`src/cpu_pkg.sv`:
```
`default_nettype none

package cpu_pkg;

  // Instruction address width.
  localparam int ADDR_WIDTH = 16;

  // One flush bit per pipeline register.
  localparam int NUM_PIPE_MASKS = 4;

  localparam logic [NUM_PIPE_MASKS-1:0] PIPE_REG_PC     = 4'b0001;
  localparam logic [NUM_PIPE_MASKS-1:0] PIPE_REG_IF_ID  = 4'b0010;
  localparam logic [NUM_PIPE_MASKS-1:0] PIPE_REG_ID_EX  = 4'b0100;
  localparam logic [NUM_PIPE_MASKS-1:0] PIPE_REG_EX_MEM = 4'b1000;

  // Full flush on a mispredict or a register jump.
  localparam logic [NUM_PIPE_MASKS-1:0] FLUSH_ALL = PIPE_REG_PC
                                                  | PIPE_REG_IF_ID
                                                  | PIPE_REG_ID_EX
                                                  | PIPE_REG_EX_MEM;

endpackage

`default_nettype wire

```
`src/branch_pkg.sv`:
```
`default_nettype none

package branch_pkg;

  import cpu_pkg::*;

  localparam int JUMP_BITS = 4;

  typedef enum logic [JUMP_BITS-1:0] {
    NOP = 4'd0,
    J   = 4'd1,
    JR  = 4'd2,
    JEQ = 4'd3,
    JNE = 4'd4,
    JL  = 4'd5,
    JLE = 4'd6,
    JG  = 4'd7,
    JGE = 4'd8,
    JZ  = 4'd9,
    JNZ = 4'd10
  } jop_t;

  // Direct-mapped prediction table geometry.
  localparam int TABLE_ENTRIES    = 16;
  localparam int TABLE_INDEX_BITS = 4;

  // Request from execute, flags straight off the ALU.
  typedef struct packed {
    jop_t                  jop;
    logic [ADDR_WIDTH-1:0] pc;
    logic [ADDR_WIDTH-1:0] reg_address;
    logic [ADDR_WIDTH-1:0] imm_address;
    logic                  zero;
    logic                  less;
    logic                  greater;
    logic                  predicted;
  } branch_req_t;

  // Flags are folded into cond after stage one.
  typedef struct packed {
    jop_t                  jop;
    logic [ADDR_WIDTH-1:0] pc;
    logic [ADDR_WIDTH-1:0] reg_address;
    logic [ADDR_WIDTH-1:0] imm_address;
    logic                  predicted;
    logic                  cond;
  } branch_eval_t;

endpackage

`default_nettype wire

```
`src/branch_table_if.sv`:
```
`timescale 1ns/1ps
`default_nettype none

interface branch_table_if import cpu_pkg::*; ();

  // Update side written on a taken branch that fetch missed.
  logic                  wr_en;
  logic [ADDR_WIDTH-1:0] wr_key;
  logic [ADDR_WIDTH-1:0] wr_val;

  // Lookup side with fetch pc in and prediction out in the same cycle.
  logic [ADDR_WIDTH-1:0] rd_key;
  logic [ADDR_WIDTH-1:0] rd_val;
  logic                  rd_hit;

  modport update (
    output wr_en, wr_key, wr_val
  );

  modport lookup (
    output rd_key,
    input  rd_val, rd_hit
  );

  // The table takes the update and the key and returns the prediction.
  modport storage (
    input  wr_en, wr_key, wr_val, rd_key,
    output rd_val, rd_hit
  );

endinterface

`default_nettype wire

```
`src/branch_cond_stage.sv`:
```
`timescale 1ns/1ps
`default_nettype none

module branch_cond_stage
  import branch_pkg::*;
(
  input  wire               clk,
  input  wire               rst,
  input  wire               in_valid,
  output logic              in_ready,
  input  wire branch_req_t  in_data,
  output logic              out_valid,
  input  wire               out_ready,
  output branch_eval_t      out_data
);

  logic cond;
  logic load;

  // Equality also satisfies JLE and JGE.
  always_comb begin
    case (in_data.jop)
      JEQ, JZ: cond = in_data.zero;
      JNE, JNZ: cond = !in_data.zero;
      JL:  cond = in_data.less;
      JLE: cond = in_data.less || in_data.zero;
      JG:  cond = in_data.greater;
      JGE: cond = in_data.greater || in_data.zero;
      J, JR: cond = 1'b1;
      default: cond = 1'b0;
    endcase
  end

  // One slot that frees when empty or when draining this cycle.
  assign in_ready = !out_valid || out_ready;
  assign load     = in_valid && in_ready;

  always_ff @(posedge clk) begin
    if (rst) begin
      out_valid <= 1'b0;
    end else if (in_ready) begin
      out_valid <= in_valid;
    end
  end

  always_ff @(posedge clk) begin
    if (load) begin
      out_data.jop         <= in_data.jop;
      out_data.pc          <= in_data.pc;
      out_data.reg_address <= in_data.reg_address;
      out_data.imm_address <= in_data.imm_address;
      out_data.predicted   <= in_data.predicted;
      out_data.cond        <= cond;
    end
  end

endmodule

`default_nettype wire

```
`src/branch_resolve_stage.sv`:
```
`timescale 1ns/1ps
`default_nettype none

module branch_resolve_stage
  import cpu_pkg::*;
  import branch_pkg::*;
(
  input  wire                        clk,
  input  wire                        rst,
  input  wire                        in_valid,
  output logic                       in_ready,
  input  wire branch_eval_t          in_data,
  output logic                       out_valid,
  input  wire                        out_ready,
  output logic [NUM_PIPE_MASKS-1:0]  flush,
  output logic [ADDR_WIDTH-1:0]      jump_address,
  branch_table_if.update             tbl
);

  logic [NUM_PIPE_MASKS-1:0] flush_d;
  logic [ADDR_WIDTH-1:0]     jump_d;
  logic                      load;
  logic                      mispredict;

  assign mispredict = in_data.cond ^ in_data.predicted;

  always_comb begin
    case (in_data.jop)
      NOP: flush_d = '0;
      J:   flush_d = PIPE_REG_EX_MEM;
      JR:  flush_d = FLUSH_ALL;
      JEQ, JNE, JL, JLE, JG, JGE, JZ, JNZ: begin
        if (mispredict) begin
          flush_d = FLUSH_ALL;
        end else if (in_data.cond && in_data.predicted) begin
          flush_d = PIPE_REG_EX_MEM;
        end else begin
          flush_d = '0;
        end
      end
      default: flush_d = '0;
    endcase
  end

  // Predicted taken but fell through, so fetch restarts after the branch.
  always_comb begin
    if (in_data.jop == JR) begin
      jump_d = in_data.reg_address;
    end else if (in_data.predicted && !in_data.cond) begin
      jump_d = in_data.pc + ADDR_WIDTH'(1);
    end else begin
      jump_d = in_data.imm_address;
    end
  end

  assign in_ready = !out_valid || out_ready;
  assign load     = in_valid && in_ready;

  // Table learns on the same edge the result is registered.
  assign tbl.wr_en  = load && in_data.cond && !in_data.predicted && (in_data.jop != NOP);
  assign tbl.wr_key = in_data.pc;
  assign tbl.wr_val = jump_d;

  always_ff @(posedge clk) begin
    if (rst) begin
      out_valid <= 1'b0;
    end else if (in_ready) begin
      out_valid <= in_valid;
    end
  end

  always_ff @(posedge clk) begin
    if (load) begin
      flush        <= flush_d;
      jump_address <= jump_d;
    end
  end

endmodule

`default_nettype wire

```
`src/branch_target_table.sv`:
```
`timescale 1ns/1ps
`default_nettype none

module branch_target_table
  import cpu_pkg::*;
  import branch_pkg::*;
(
  input  wire                    clk,
  input  wire                    rst,
  branch_table_if.storage        tbl
);

  logic [TABLE_ENTRIES-1:0] entry_valid;
  logic [ADDR_WIDTH-1:0]    entry_tag    [TABLE_ENTRIES];
  logic [ADDR_WIDTH-1:0]    entry_target [TABLE_ENTRIES];

  logic [TABLE_INDEX_BITS-1:0] wr_index;
  logic [TABLE_INDEX_BITS-1:0] rd_index;

  // Low pc bits select the entry.
  assign wr_index = tbl.wr_key[TABLE_INDEX_BITS-1:0];
  assign rd_index = tbl.rd_key[TABLE_INDEX_BITS-1:0];

  always_ff @(posedge clk) begin
    if (rst) begin
      entry_valid <= '0;
    end else if (tbl.wr_en) begin
      entry_valid[wr_index] <= 1'b1;
    end
  end

  always_ff @(posedge clk) begin
    if (tbl.wr_en) begin
      entry_tag[wr_index]    <= tbl.wr_key;
      entry_target[wr_index] <= tbl.wr_val;
    end
  end

  // Full pc is kept as the tag, so aliases on the index never hit.
  assign tbl.rd_hit = entry_valid[rd_index] && (entry_tag[rd_index] == tbl.rd_key);
  assign tbl.rd_val = entry_target[rd_index];

endmodule

`default_nettype wire

```
`src/branch_unit_top.sv`:
```
`timescale 1ns/1ps
`default_nettype none

module branch_unit_top
  import cpu_pkg::*;
  import branch_pkg::*;
(
  input  wire                        clk,
  input  wire                        rst,

  input  wire                        req_valid,
  output logic                       req_ready,
  input  wire jop_t                  req_jop,
  input  wire [ADDR_WIDTH-1:0]       req_pc,
  input  wire [ADDR_WIDTH-1:0]       req_reg_address,
  input  wire [ADDR_WIDTH-1:0]       req_imm_address,
  input  wire                        req_zero,
  input  wire                        req_less,
  input  wire                        req_greater,
  input  wire                        req_predicted,

  output logic                       res_valid,
  input  wire                        res_ready,
  output logic [NUM_PIPE_MASKS-1:0]  res_flush,
  output logic [ADDR_WIDTH-1:0]      res_jump_address,

  input  wire [ADDR_WIDTH-1:0]       fetch_pc,
  output logic                       pred_taken,
  output logic [ADDR_WIDTH-1:0]      pred_target
);

  branch_req_t  req_data;
  logic         s1_valid;
  logic         s1_ready;
  branch_eval_t s1_data;

  branch_table_if tbl_if ();

  assign req_data = '{
    jop:         req_jop,
    pc:          req_pc,
    reg_address: req_reg_address,
    imm_address: req_imm_address,
    zero:        req_zero,
    less:        req_less,
    greater:     req_greater,
    predicted:   req_predicted
  };

  branch_cond_stage u_cond (
    .clk       (clk),
    .rst       (rst),
    .in_valid  (req_valid),
    .in_ready  (req_ready),
    .in_data   (req_data),
    .out_valid (s1_valid),
    .out_ready (s1_ready),
    .out_data  (s1_data)
  );

  branch_resolve_stage u_resolve (
    .clk          (clk),
    .rst          (rst),
    .in_valid     (s1_valid),
    .in_ready     (s1_ready),
    .in_data      (s1_data),
    .out_valid    (res_valid),
    .out_ready    (res_ready),
    .flush        (res_flush),
    .jump_address (res_jump_address),
    .tbl          (tbl_if)
  );

  branch_target_table u_table (
    .clk (clk),
    .rst (rst),
    .tbl (tbl_if)
  );

  // Fetch lookup.
  assign tbl_if.rd_key = fetch_pc;
  assign pred_taken    = tbl_if.rd_hit;
  assign pred_target   = tbl_if.rd_val;

endmodule

`default_nettype wire

```
`config.mk`:
```
export PLATFORM = sky130hd
export DESIGN_NAME = branch_unit_top
export DESIGN_NICKNAME = d
export VERILOG_FILES = /design/src/cpu_pkg.sv /design/src/branch_pkg.sv /design/src/branch_table_if.sv /design/src/branch_cond_stage.sv /design/src/branch_resolve_stage.sv /design/src/branch_target_table.sv /design/src/branch_unit_top.sv
export SDC_FILE = /design/constraint.sdc
export NUM_CORES = 1
export LEC_CHECK = 0
export ABC_AREA = 1
export ABC_CLOCK_PERIOD_IN_PS = 5360
export BUFFER_PORTS_ARGS = -buffer_cell sky130_fd_sc_hd__clkbuf_2
export CORE_MARGIN = 2
export CORE_UTILIZATION = 60
export CTS_BUF_LIST = sky130_fd_sc_hd__clkbuf_4
export DETAILED_ROUTE_END_ITERATION = 10
export PLACE_DENSITY = 0.78
export SYNTH_ARGS = -nofsm -noshare
export SYNTH_HDL_FRONTEND = slang
export SYNTH_SLANG_ARGS = --single-unit
export TNS_END_PERCENT = 100
```
`constraint.sdc`:
```
create_clock -name clk -period 5.36 [get_ports clk]
set_clock_uncertainty 0.1 [all_clocks]
set_input_delay 0.804 -clock clk [delete_from_list [all_inputs] [get_ports clk]]
set_output_delay 0.804 -clock clk [all_outputs]
set_load 0.05 [all_outputs]
```
==> results of run 1 <==
## where the power goes
part | total [mW] | switching (mW) | internal [mW]
Combinational | 0.659 | 0.485 | 0.174
Clock | 3.71 | 1.75 | 1.96
Sequential | 5.30 | 0.0538 | 5.25
Total | 9.67 | 2.29 | 7.38
## Yosys cell counts, types with 6 or more instances
| cell type | count |
|---|---|
| nand2_1 | 344 |
| o21ai_0 | 159 |
| dfxtp_1 | 18 |
| a21oi_1 | 25 |
| nor2_1 | 278 |
| ha_1 | 6 |
| nand3_1 | 171 |
| buf_2 | 31 |
| clkbuf_1 | 48 |
| buf_6 | 17 |
| o21ai_1 | 21 |
| nand3b_1 | 7 |
| o211ai_1 | 32 |
| edfxtp_1 | 584 |
| buf_4 | 11 |
| o22ai_1 | 16 |
| inv_1 | 108 |
| o221ai_1 | 49 |
## per-layer routing
| layer | wire length (um) | vias up | part of all wire (%) | track usage, % |
|---|---|---|---|---|
| met5 | 0 | - | 0 | 0 |
| met4 | 2140 | 0 | 3.5 | 14.2 |
| met3 | 6050 | 147 | 10 | 6.54 |
| met2 | 29400 | 979 | 49 | 46.3 |
| met1 | 22600 | 7913 | 38 | 38.0 |
| li1 | - | 7541 | - | - |
## layout make-up
| type | instances | area [um^2] | share of cell area [%] |
|---|---|---|---|
| clock buffers | 205 | 1540 | 5.60 |
| flip-flops and latches | 602 | 17900 | 65.1 |
| diodes | 3 | 7.51 | 0.0273 |
| inverters | 113 | 432 | 1.57 |
| clock inverters | 48 | 295 | 1.07 |
| well taps | 525 | 657 | 2.39 |
| multi-input cells | 1141 | 5480 | 20.0 |
| repair buffers | 178 | 1170 | 4.25 |
## state kept, by name, indices dropped and copies added, names as in the netlist
signal                  count
u_resolve.out_valid         1
u_resolve.flush             2
u_resolve.jump_address     16
u_cond.out_valid            1
u_table.entry_valid        16
u_table.entry_tag         256
u_cond.out_data            54
u_table.entry_target      256
## what timing repair did
item                                   in CTS  in global routing
hold buffers                               17                  2
endpoints found under the hold margin      17                  2
resized for setup                           0                  0
## worst paths after layout
kind / depth (start not counted) / slack [ns] / from / to
worst min-delay path: 1 / 0.05 / req_pc[11] / u_cond.out_data[45]
worst max-delay path: 12 / 1.06 / fetch_pc[1] / pred_taken
worst min register to register: 2 / 0.36 / u_table.entry_valid[15] / u_table.entry_valid[15]
worst max register to register: 8 / 1.87 / u_cond.out_data[37] / u_table.entry_target[8][15]
## cells by family after synthesis
kind of cell	count (synthesis)
buf+inv	226
compound gates	312
xor+xnor	4
fa+ha+maj	6
flops	602
simple gates	819
==> flow_summary.toml, run 1 <==
[clocking]
cts_buffer_depth = 3
htree_num_levels = 4
postCtsSetupBuffers = 0
cts_num_sinks = 602
cts_buffers = 145
cts_tree = "built"
clk_latency_ns = 0.83
path_clk_slew_ns = 0.06
clock-root-buffer = "clkbuf_4"

[worst_setup_path]
worstPathMaxFanout = 106
crit_path_start_kind = "input pin"
required_ns = 4.46
slowest_stage = "inv_4"
cp_common_cell = "nand2_1"
crit_chain = "buf_2 > inv_4 > buf_4 > nand3_1 > nand2_1 > nand2_1 > nor2_1 > nand2_1 > nor2_1 > nand2_1 > nor2_1 > clkbuf_2"
max_stage_delay_ns = 0.79
critPathTopFamily = "buffers and inverters"
worstSetupPathType = "input pin to output port"
arrival_ns = 3.39
end_kind = "output port"
crit_buf_inv = 4

[synthesis]
synth-compound-area-share_pct = 7.71
syn-cell-area_um2 = 24300
synth.distinct_cells = 42
synthAdderAreaFrac_pct = 0.309
syn_inst = 1969
synth_mux_area_share_pct = 0
syn_nets = 2051
yosysTopAreaCell = "edfxtp_1"
syn_avg_cell_area_um2 = 12.4
synthTopCellsByArea = "edfxtp_1 72%, nand2_1 5.3%, nor2_1 4.3%"
synth_edf_count = 584
synth_top_area_share_pct = 72.1
yosys.area_share.simple_pct = 13.9
synthArstFlopShare_pct = 0
ys_warn_count = 0
ys_ff_latch = 602
synthFlopType = "edfxtp_1"
ys_seq_area_share_pct = 73.6
synth_top_family_by_area = "simple AND/OR/NAND/NOR gates"
synth_xor_area_share_pct = 0.144

[final_layout]
layout_commonest_cell = "edfxtp_1"
utilization_pct = 68.8
final_layout_size_suffix_gt1_share_pct = 18.1
final_cells = 2815
design_area_um2 = 27500
final_cell_mix = "584 x edfxtp_1, 344 x nand2_1, 265 x nor2_1, 205 x clkbuf_4, 171 x nand3_1"
area_growth_pct = 13.0
num-fill-cells = 2596
finish.net_count = 2263

[placement]
pre_cts_ws_ns = 1.11
place_inst = 2540
placed_area_um2 = 25400
globalplace.congestion = 0.812
portBuffers = 114
hpwl_mm = 32.2

[drt]
drc = 0
first_pass_iters = 6
vias = 16600
drt-wirelength-per-cell_um = 21.4
detail-route-antenna-nets = 0
routed_via_density = 5.89
drtIter0Drc = 2077
wl_mm = 60.2

[sta]
setup_viol = 0
setup_ws_ns = 1.06
fin_setup_tns_ns = 0
max_slew_margin_pct = 10.0
min_period_over_period_pct = 80.2
holdWs_ns = 0.0480
fmax_mhz = 233
final_hold_viol_count = 0
rsz0062_at_grt = "false"
maxSlewViolCount = 0
tightest_slew_ns = 1.34
final.min_clock_period_ns = 4.30

[grt]
grt_pass1_vias = 16400
grt_max_degree = 115
track_usage_pct = 29.0
antenna_found_initial = 1
grt_pass1_wl_mm = 90.6
grt_overflow = 0

[floorplanning]
die-area_um2 = 42200
num_io_pins = 115
start_util_pct = 60.9
die_height_um = 205
design.core.area_um2 = 39900
die_w_um = 205
rows = 73

[power]
ir_drop_v = 0.000237
p_leak_nw = 10.1
power_density_nw_per_um2 = 352
power.total_mw = 9.67

[job]
cap_violations = 0

[hold_path]
min_path_type = "input pin to flip-flop"

[run_status]
outcome = "finished clean"
No activity file was read; power rests on OpenSTA's default activity.
==> run 2, diff against run 1 <==
--- a/config.mk
+++ b/config.mk
@@ -6,10 +6,10 @@
 export NUM_CORES = 1
 export LEC_CHECK = 0
 export ABC_AREA = 1
-export ABC_CLOCK_PERIOD_IN_PS = 5360
+export ABC_CLOCK_PERIOD_IN_PS = 3700
 export BUFFER_PORTS_ARGS = -buffer_cell sky130_fd_sc_hd__clkbuf_2
 export CORE_MARGIN = 2
-export CORE_UTILIZATION = 60
+export CORE_UTILIZATION = 57
 export CTS_BUF_LIST = sky130_fd_sc_hd__clkbuf_4
 export DETAILED_ROUTE_END_ITERATION = 10
 export PLACE_DENSITY = 0.78
==> constraint.sdc (replaced) <==
create_clock -name clk -period 3.7 [get_ports clk]
set_clock_uncertainty 0.1 [all_clocks]
set_input_delay 0.555 -clock clk [delete_from_list [all_inputs] [get_ports clk]]
set_output_delay 0.555 -clock clk [all_outputs]
set_load 0.05 [all_outputs]
==> run 2 against run 1 <==
  * Critical path depth grew 4
  * Highest routed layer unchanged
  * Critical endpoint unchanged
  * Register-to-register slack got worse by 1.5 ns
  * Setup slack lost 0.81 ns
==> flow_summary.toml, run 2 (synthesized netlist as in run 1, its figures left out) <==
[floorplanning]
design.core.area_um2 = 42000
die_height_um = 211
num_io_pins = 115
die-area_um2 = 44300
die_w_um = 211
rows = 75
start_util_pct = 57.9

[worst_setup_path]
r2r-start = "u_cond.out_data[35]"
crit_chain = "buf_6 > inv_6 > buf_12 > nand2_1 > nand2_1 > nand2_1 > nand3_1 > nand3_1 > nand3_1 > nand2_1 > nor2_1 > nand2_1 > inv_1 > nand2_1 > nor2_1 > buf_12"
cp_common_cell = "nand2_1"
worstSetupPathType = "input pin to output port"
r2r_setup_slack_ns = 0.36
crit_start = "fetch_pc[0]"
slowest_stage = "buf_12"
worstPathMaxFanout = 53
r2r_end = "u_table.entry_target[10][15]"
max_stage_delay_ns = 0.30
arrival_ns = 2.79
worst_r2r_path_depth = 9
end_kind = "output port"
required_ns = 3.04
crit_path_start_kind = "input pin"
endpoint = "pred_taken"

[power]
power_density_nw_per_um2 = 500
p_leak_nw = 10.4
ir_drop_v = 0.000432
power.total_mw = 14.1

[hold_path]
min_path_type = "input pin to flip-flop"

[sta]
tightest_slew_ns = 1.34
rsz0062_at_grt = "false"
maxSlewViolCount = 0
holdWs_ns = 0.117
final_hold_viol_count = 0
setup_ws_ns = 0.252
setup_viol = 0
final.min_clock_period_ns = 3.45
fmax_mhz = 290
min_period_over_period_pct = 93.2
max_slew_margin_pct = 9.83

[final_layout]
layout_commonest_cell = "edfxtp_1"
largest_registers = "u_table.entry_tag x256, u_table.entry_target x256, u_cond.out_data x54"
final_layout_size_suffix_gt1_share_pct = 18.6
finish.net_count = 2318
final_cell_mix = "584 x edfxtp_1, 344 x nand2_1, 265 x nor2_1, 207 x clkbuf_4, 171 x nand3_1"
num-fill-cells = 2840
area_growth_pct = 15.8

[grt]
antenna_found_initial = 1
grt_pass1_wl_mm = 94.9
track_usage_pct = 28.5
grt_max_degree = 92
grt_overflow = 0
grt_pass1_vias = 17300

[clocking]
cts_resized = 0
clk_latency_ns = 0.84
cts_tree = "built"
cts_buffers = 144
cts_num_sinks = 602
cts_buffer_depth = 3
clock-root-buffer = "clkbuf_4"
htree_num_levels = 4
cts_hold_buf = 56
postCtsSetupBuffers = 0
path_clk_slew_ns = 0.07

[drt]
wl_mm = 62.6
drt-wirelength-per-cell_um = 21.8
detail-route-antenna-nets = 0
drc = 0
routed_via_density = 5.94
first_pass_iters = 8
drtIter0Drc = 2064
vias = 17000

[run_status]
outcome = "finished clean"

[placement]
globalplace.congestion = 0.898
portBuffers = 114
hpwl_mm = 34.0
pre_cts_ws_ns = 0.316

[job]
cap_violations = 0
[run 2: per-stage QoR]
stage          cell area [um^2]  std cells  TNS [ns]  util (%)
6_report                  28200       2870         0      67.0
3_3_place_gp              25800       2573         0      61.4
3_5_place_dp              25800       2573         0      61.4
2_1_floorplan             24300       1969    -54.61         -
5_1_grt                   28200       2870         0      67.0
4_1_cts                   28200       2869         0      67.0
[run 2: where the power goes]
group          leakage, nW  switching, mW  internal, mW
logic                 3.86          0.755         0.303
clock network         1.09           2.48          2.90
registers             5.45         0.0512          7.60
[run 2: metal layers]
metal	part of all wire, %	vias to the layer above	track usage, %
met1	37	8153	37.0
met4	3.2	0	13.6
met2	49	1102	46.3
met3	11	151	5.93
li1	-	7632	-
met5	0	-	0
[run 2: worst min path at each step]
stage	start	end	slack, ns	cells after the start
finish	rst	u_table.entry_valid[15]	0.12	2
global route	rst	u_table.entry_valid[15]	0.11	2
CTS	rst	u_table.entry_valid[15]	0.05	2
detailed placement	u_table.entry_valid[11]	u_table.entry_valid[11]	0.35	2
global placement	u_table.entry_valid[11]	u_table.entry_valid[11]	0.34	2
floorplan	u_table.entry_valid[11]	u_table.entry_valid[11]	0.33	2
[run 2: area by class of cell]
class,count,area (um^2),share of cell area [%]
clock buffers,207,1550,5.52
flip-flops and latches,602,17900,63.5
multi-input cells,1141,5480,19.5
diodes,1,2.50,0.00888
well taps,539,674,2.39
inverters,113,432,1.53
repair buffers,234,1870,6.64
clock inverters,33,263,0.933
[run 2: worst max-delay path: cells and delay by family]
family,cells,cell delay (ns)
buf+inv,5,1.01
simple gates,11,1.16
==> run 3, diff against run 2 <==
--- a/config.mk
+++ b/config.mk
@@ -5,7 +5,6 @@
 export SDC_FILE = /design/constraint.sdc
 export NUM_CORES = 1
 export LEC_CHECK = 0
-export ABC_AREA = 1
 export ABC_CLOCK_PERIOD_IN_PS = 3700
 export BUFFER_PORTS_ARGS = -buffer_cell sky130_fd_sc_hd__clkbuf_2
 export CORE_MARGIN = 2
@@ -15,5 +14,6 @@
 export PLACE_DENSITY = 0.78
 export SYNTH_ARGS = -nofsm -noshare
 export SYNTH_HDL_FRONTEND = slang
+export SYNTH_HIERARCHICAL = 1
 export SYNTH_SLANG_ARGS = --single-unit
 export TNS_END_PERCENT = 100
==> run 3 against run 2 <==
  * Maximum frequency is 13% lower
  * Non-clock buffer count is 21 higher
  * Sequential share of layout area is 0.89 points higher
  * Largest power group unchanged
  * Largest cell class unchanged
  * Utilization is 1.0 points higher
  * Highest routed layer unchanged
  * The flow now finishes with violations (negative setup slack)
  * Hold slack worse by 0.019 ns
==> flow_summary.toml, run 3 <==
[run_status]
outcome = "finished with violations"
violations = "negative setup slack"

[grt]
grt_max_degree = 53
antenna_found_initial = 1
grt_pass1_vias = 13600
grt_pass1_wl_mm = 81.3
track_usage_pct = 25.7
grt_overflow = 0

[worst_setup_path]
worst_r2r_path_depth = 5
r2r_end = "u_resolve/jump_address[10]"
crit_path_start_kind = "flip-flop"
crit_chain = "mux4_2 > mux2i_1 > xnor2_1 > or4_4 > o21ai_2 > nand4_1 > a2111oi_4 > buf_12"
crit_buf_inv = 1
endpoint = "pred_taken"
required_ns = 3.04
r2r_setup_slack_ns = 0.77
end_kind = "output port"
worstSetupPathType = "flip-flop to output port"
critical_path_cell_count = 8
worstPathMaxFanout = 2
slowest_stage = "or4_4"
crit_start = "u_table/entry_tag[8][14]"
arrival_ns = 3.31
max_stage_delay_ns = 0.55
critPathTopFamily = "simple AND/OR/NAND/NOR gates"
r2r-start = "u_cond/out_data[35]"

[floorplanning]
rows = 74
die_height_um = 207
die-area_um2 = 42900
die_w_um = 207
start_util_pct = 57.6
num_io_pins = 115
design.core.area_um2 = 40800

[clocking]
cts_tree = "built"
htree_num_levels = 4
postCtsSetupBuffers = 0
clk_latency_ns = 0.83
path_clk_slew_ns = 0.08
cts_buffer_depth = 3
clock-root-buffer = "clkbuf_4"
cts_num_sinks = 602
cts_buffers = 147

[synthesis]
ys_seq_area_share_pct = 76.1
syn_avg_cell_area_um2 = 20.3
synthArstFlopShare_pct = 0
syn_inst = 1158
yosysTopAreaCell = "edfxtp_1"
yosys-top-cells-count = "584 x edfxtp_1, 127 x mux4_2, 65 x nor2_1"
ys_warn_count = 6
syn_nets = 1237
ys_ff_latch = 602
synth.distinct_cells = 63
synth.most_common_cell = "edfxtp_1"
syn-cell-area_um2 = 23500
synthTopCellsByArea = "edfxtp_1 75%, mux4_2 12%, dfxtp_1 1.5%"
synth_top_area_share_pct = 74.5
synth_edf_count = 584
synthFlopType = "edfxtp_1"

[drt]
routed_via_density = 6.05
wl_mm = 54.3
drt-wirelength-per-cell_um = 25.5
detail-route-antenna-nets = 0
drc = 0
drtIter0Drc = 1502
vias = 12900
first_pass_iters = 5

[placement]
hpwl_mm = 31.6
globalplace.congestion = 0.793
portBuffers = 114
placed_area_um2 = 25400
place_inst = 1821

[sta]
fmax_mhz = 252
rsz0062_at_grt = "true"
final_hold_viol_count = 0
tightest_slew_ns = 1.23
setup_viol = 1
setup_ws_ns = -0.269
final.min_clock_period_ns = 3.97
fin_setup_tns_ns = -0.269
max_slew_margin_pct = 17.8
maxSlewViolCount = 0
min_period_over_period_pct = 107

[final_layout]
final_cell_mix = "584 x edfxtp_1, 200 x clkbuf_4, 128 x mux4_2, 109 x clkbuf_2, 69 x buf_4"
area_growth_pct = 18.1
design_area_um2 = 27800
final_layout_size_suffix_gt1_share_pct = 36.9
layout_commonest_cell = "edfxtp_1"
final_cells = 2128
largest_registers = "u_table/entry_tag x256, u_table/entry_target x256, u_cond/out_data x54"
finish.net_count = 1572

[hold_path]
min_path_type = "input pin to flip-flop"

[job]
cap_violations = 0

[power]
power_density_nw_per_um2 = 504
p_leak_nw = 9.40
power.total_mw = 14.0
ir_drop_v = 0.000257
==> run 3: cell count changes after synthesis, moves of 32 or more <==
cell / delta
clkbuf_1: -38
inv_1: -97
o211ai_1: -32
o21ai_0: -137
o221ai_1: -46
nand2_1: -310
nor2_1: -213
nand3_1: -160
mux4_2: +127
==> run 3: timing repair <==
item / in CTS / in global routing
hold buffers: 55 / 0
pin swaps: 5 / 0
setup endpoints to repair: 1 / 1
hold endpoints to repair: 56 / 0
gates resized for setup: 4 / 2
==> run 3: final cells by class <==
| type | instances | area [um^2] |
|---|---|---|
| Timing Repair Buffer | 255 | 2030 |
| Clock buffer | 200 | 1500 |
| Inverter | 13 | 48.8 |
| Antenna cell | 1 | 2.50 |
| Sequential cell | 602 | 17900 |
| Tap cell | 532 | 666 |
| Multi-Input combinational cell | 474 | 5310 |
| Fill cell | 2520 | 13000 |
| Clock inverter | 51 | 335 |
==> run 3: how the worst min path moves through the flow <==
stage                                   to  slack, ns             start  cells after the start
finish              u_table/entry_valid[1]        0.1               rst                      2
global route        u_table/entry_valid[1]       0.11               rst                      2
CTS                    u_resolve/out_valid       0.06               rst                      2
detailed placement     u_resolve/out_valid       0.35  u_cond/out_valid                      2
global placement       u_resolve/out_valid       0.34  u_cond/out_valid                      2
floorplan              u_resolve/out_valid       0.33  u_cond/out_valid                      2
==> run 3: cell families (layout without fill, tap and decap cells) <==
group | after synthesis | count (layout) | synth area share [%]
other | 0 | 1 | 0
and+or+nand+nor | 178 | 178 | 3.96
xor gates and xnor gates | 33 | 33 | 1.23
AOI/OAI and AO/OA | 94 | 94 | 2.47
DFF | 602 | 602 | 76.1
adders and majority gates | 3 | 3 | 0.160
buffers and inverters | 82 | 519 | 2.10
muxes | 166 | 166 | 14.0
==> run 3: metal layers <==
layer  global-route usage [%]  share of wire, %  up-vias
li1                         -                 -     5470
met1                     34.3                38     6541
met3                     5.84               9.0      107
met4                     10.2               2.4        0
met2                     41.9                51      766
met5                        0                 0        -
==> run 3: power breakdown <==
part / internal [mW] / total, mW / switching, mW
Sequential: 7.61 / 7.67 / 0.0637
Clock: 2.85 / 5.37 / 2.52
Combinational: 0.371 / 0.955 / 0.585
Total: 10.8 / 14.0 / 3.16
==> run 3: through the flow <==
stage	setup WS (ns)	hold slack, ns	util [%]
2_1_floorplan	-0.442	0.328	-
3_3_place_gp	0.0257	0.342	62.1
3_5_place_dp	-0.0114	0.351	62.1
4_1_cts	-0.270	0.0601	68.0
5_1_grt	-0.364	0.106	68.1
6_report	-0.269	0.0981	68.1
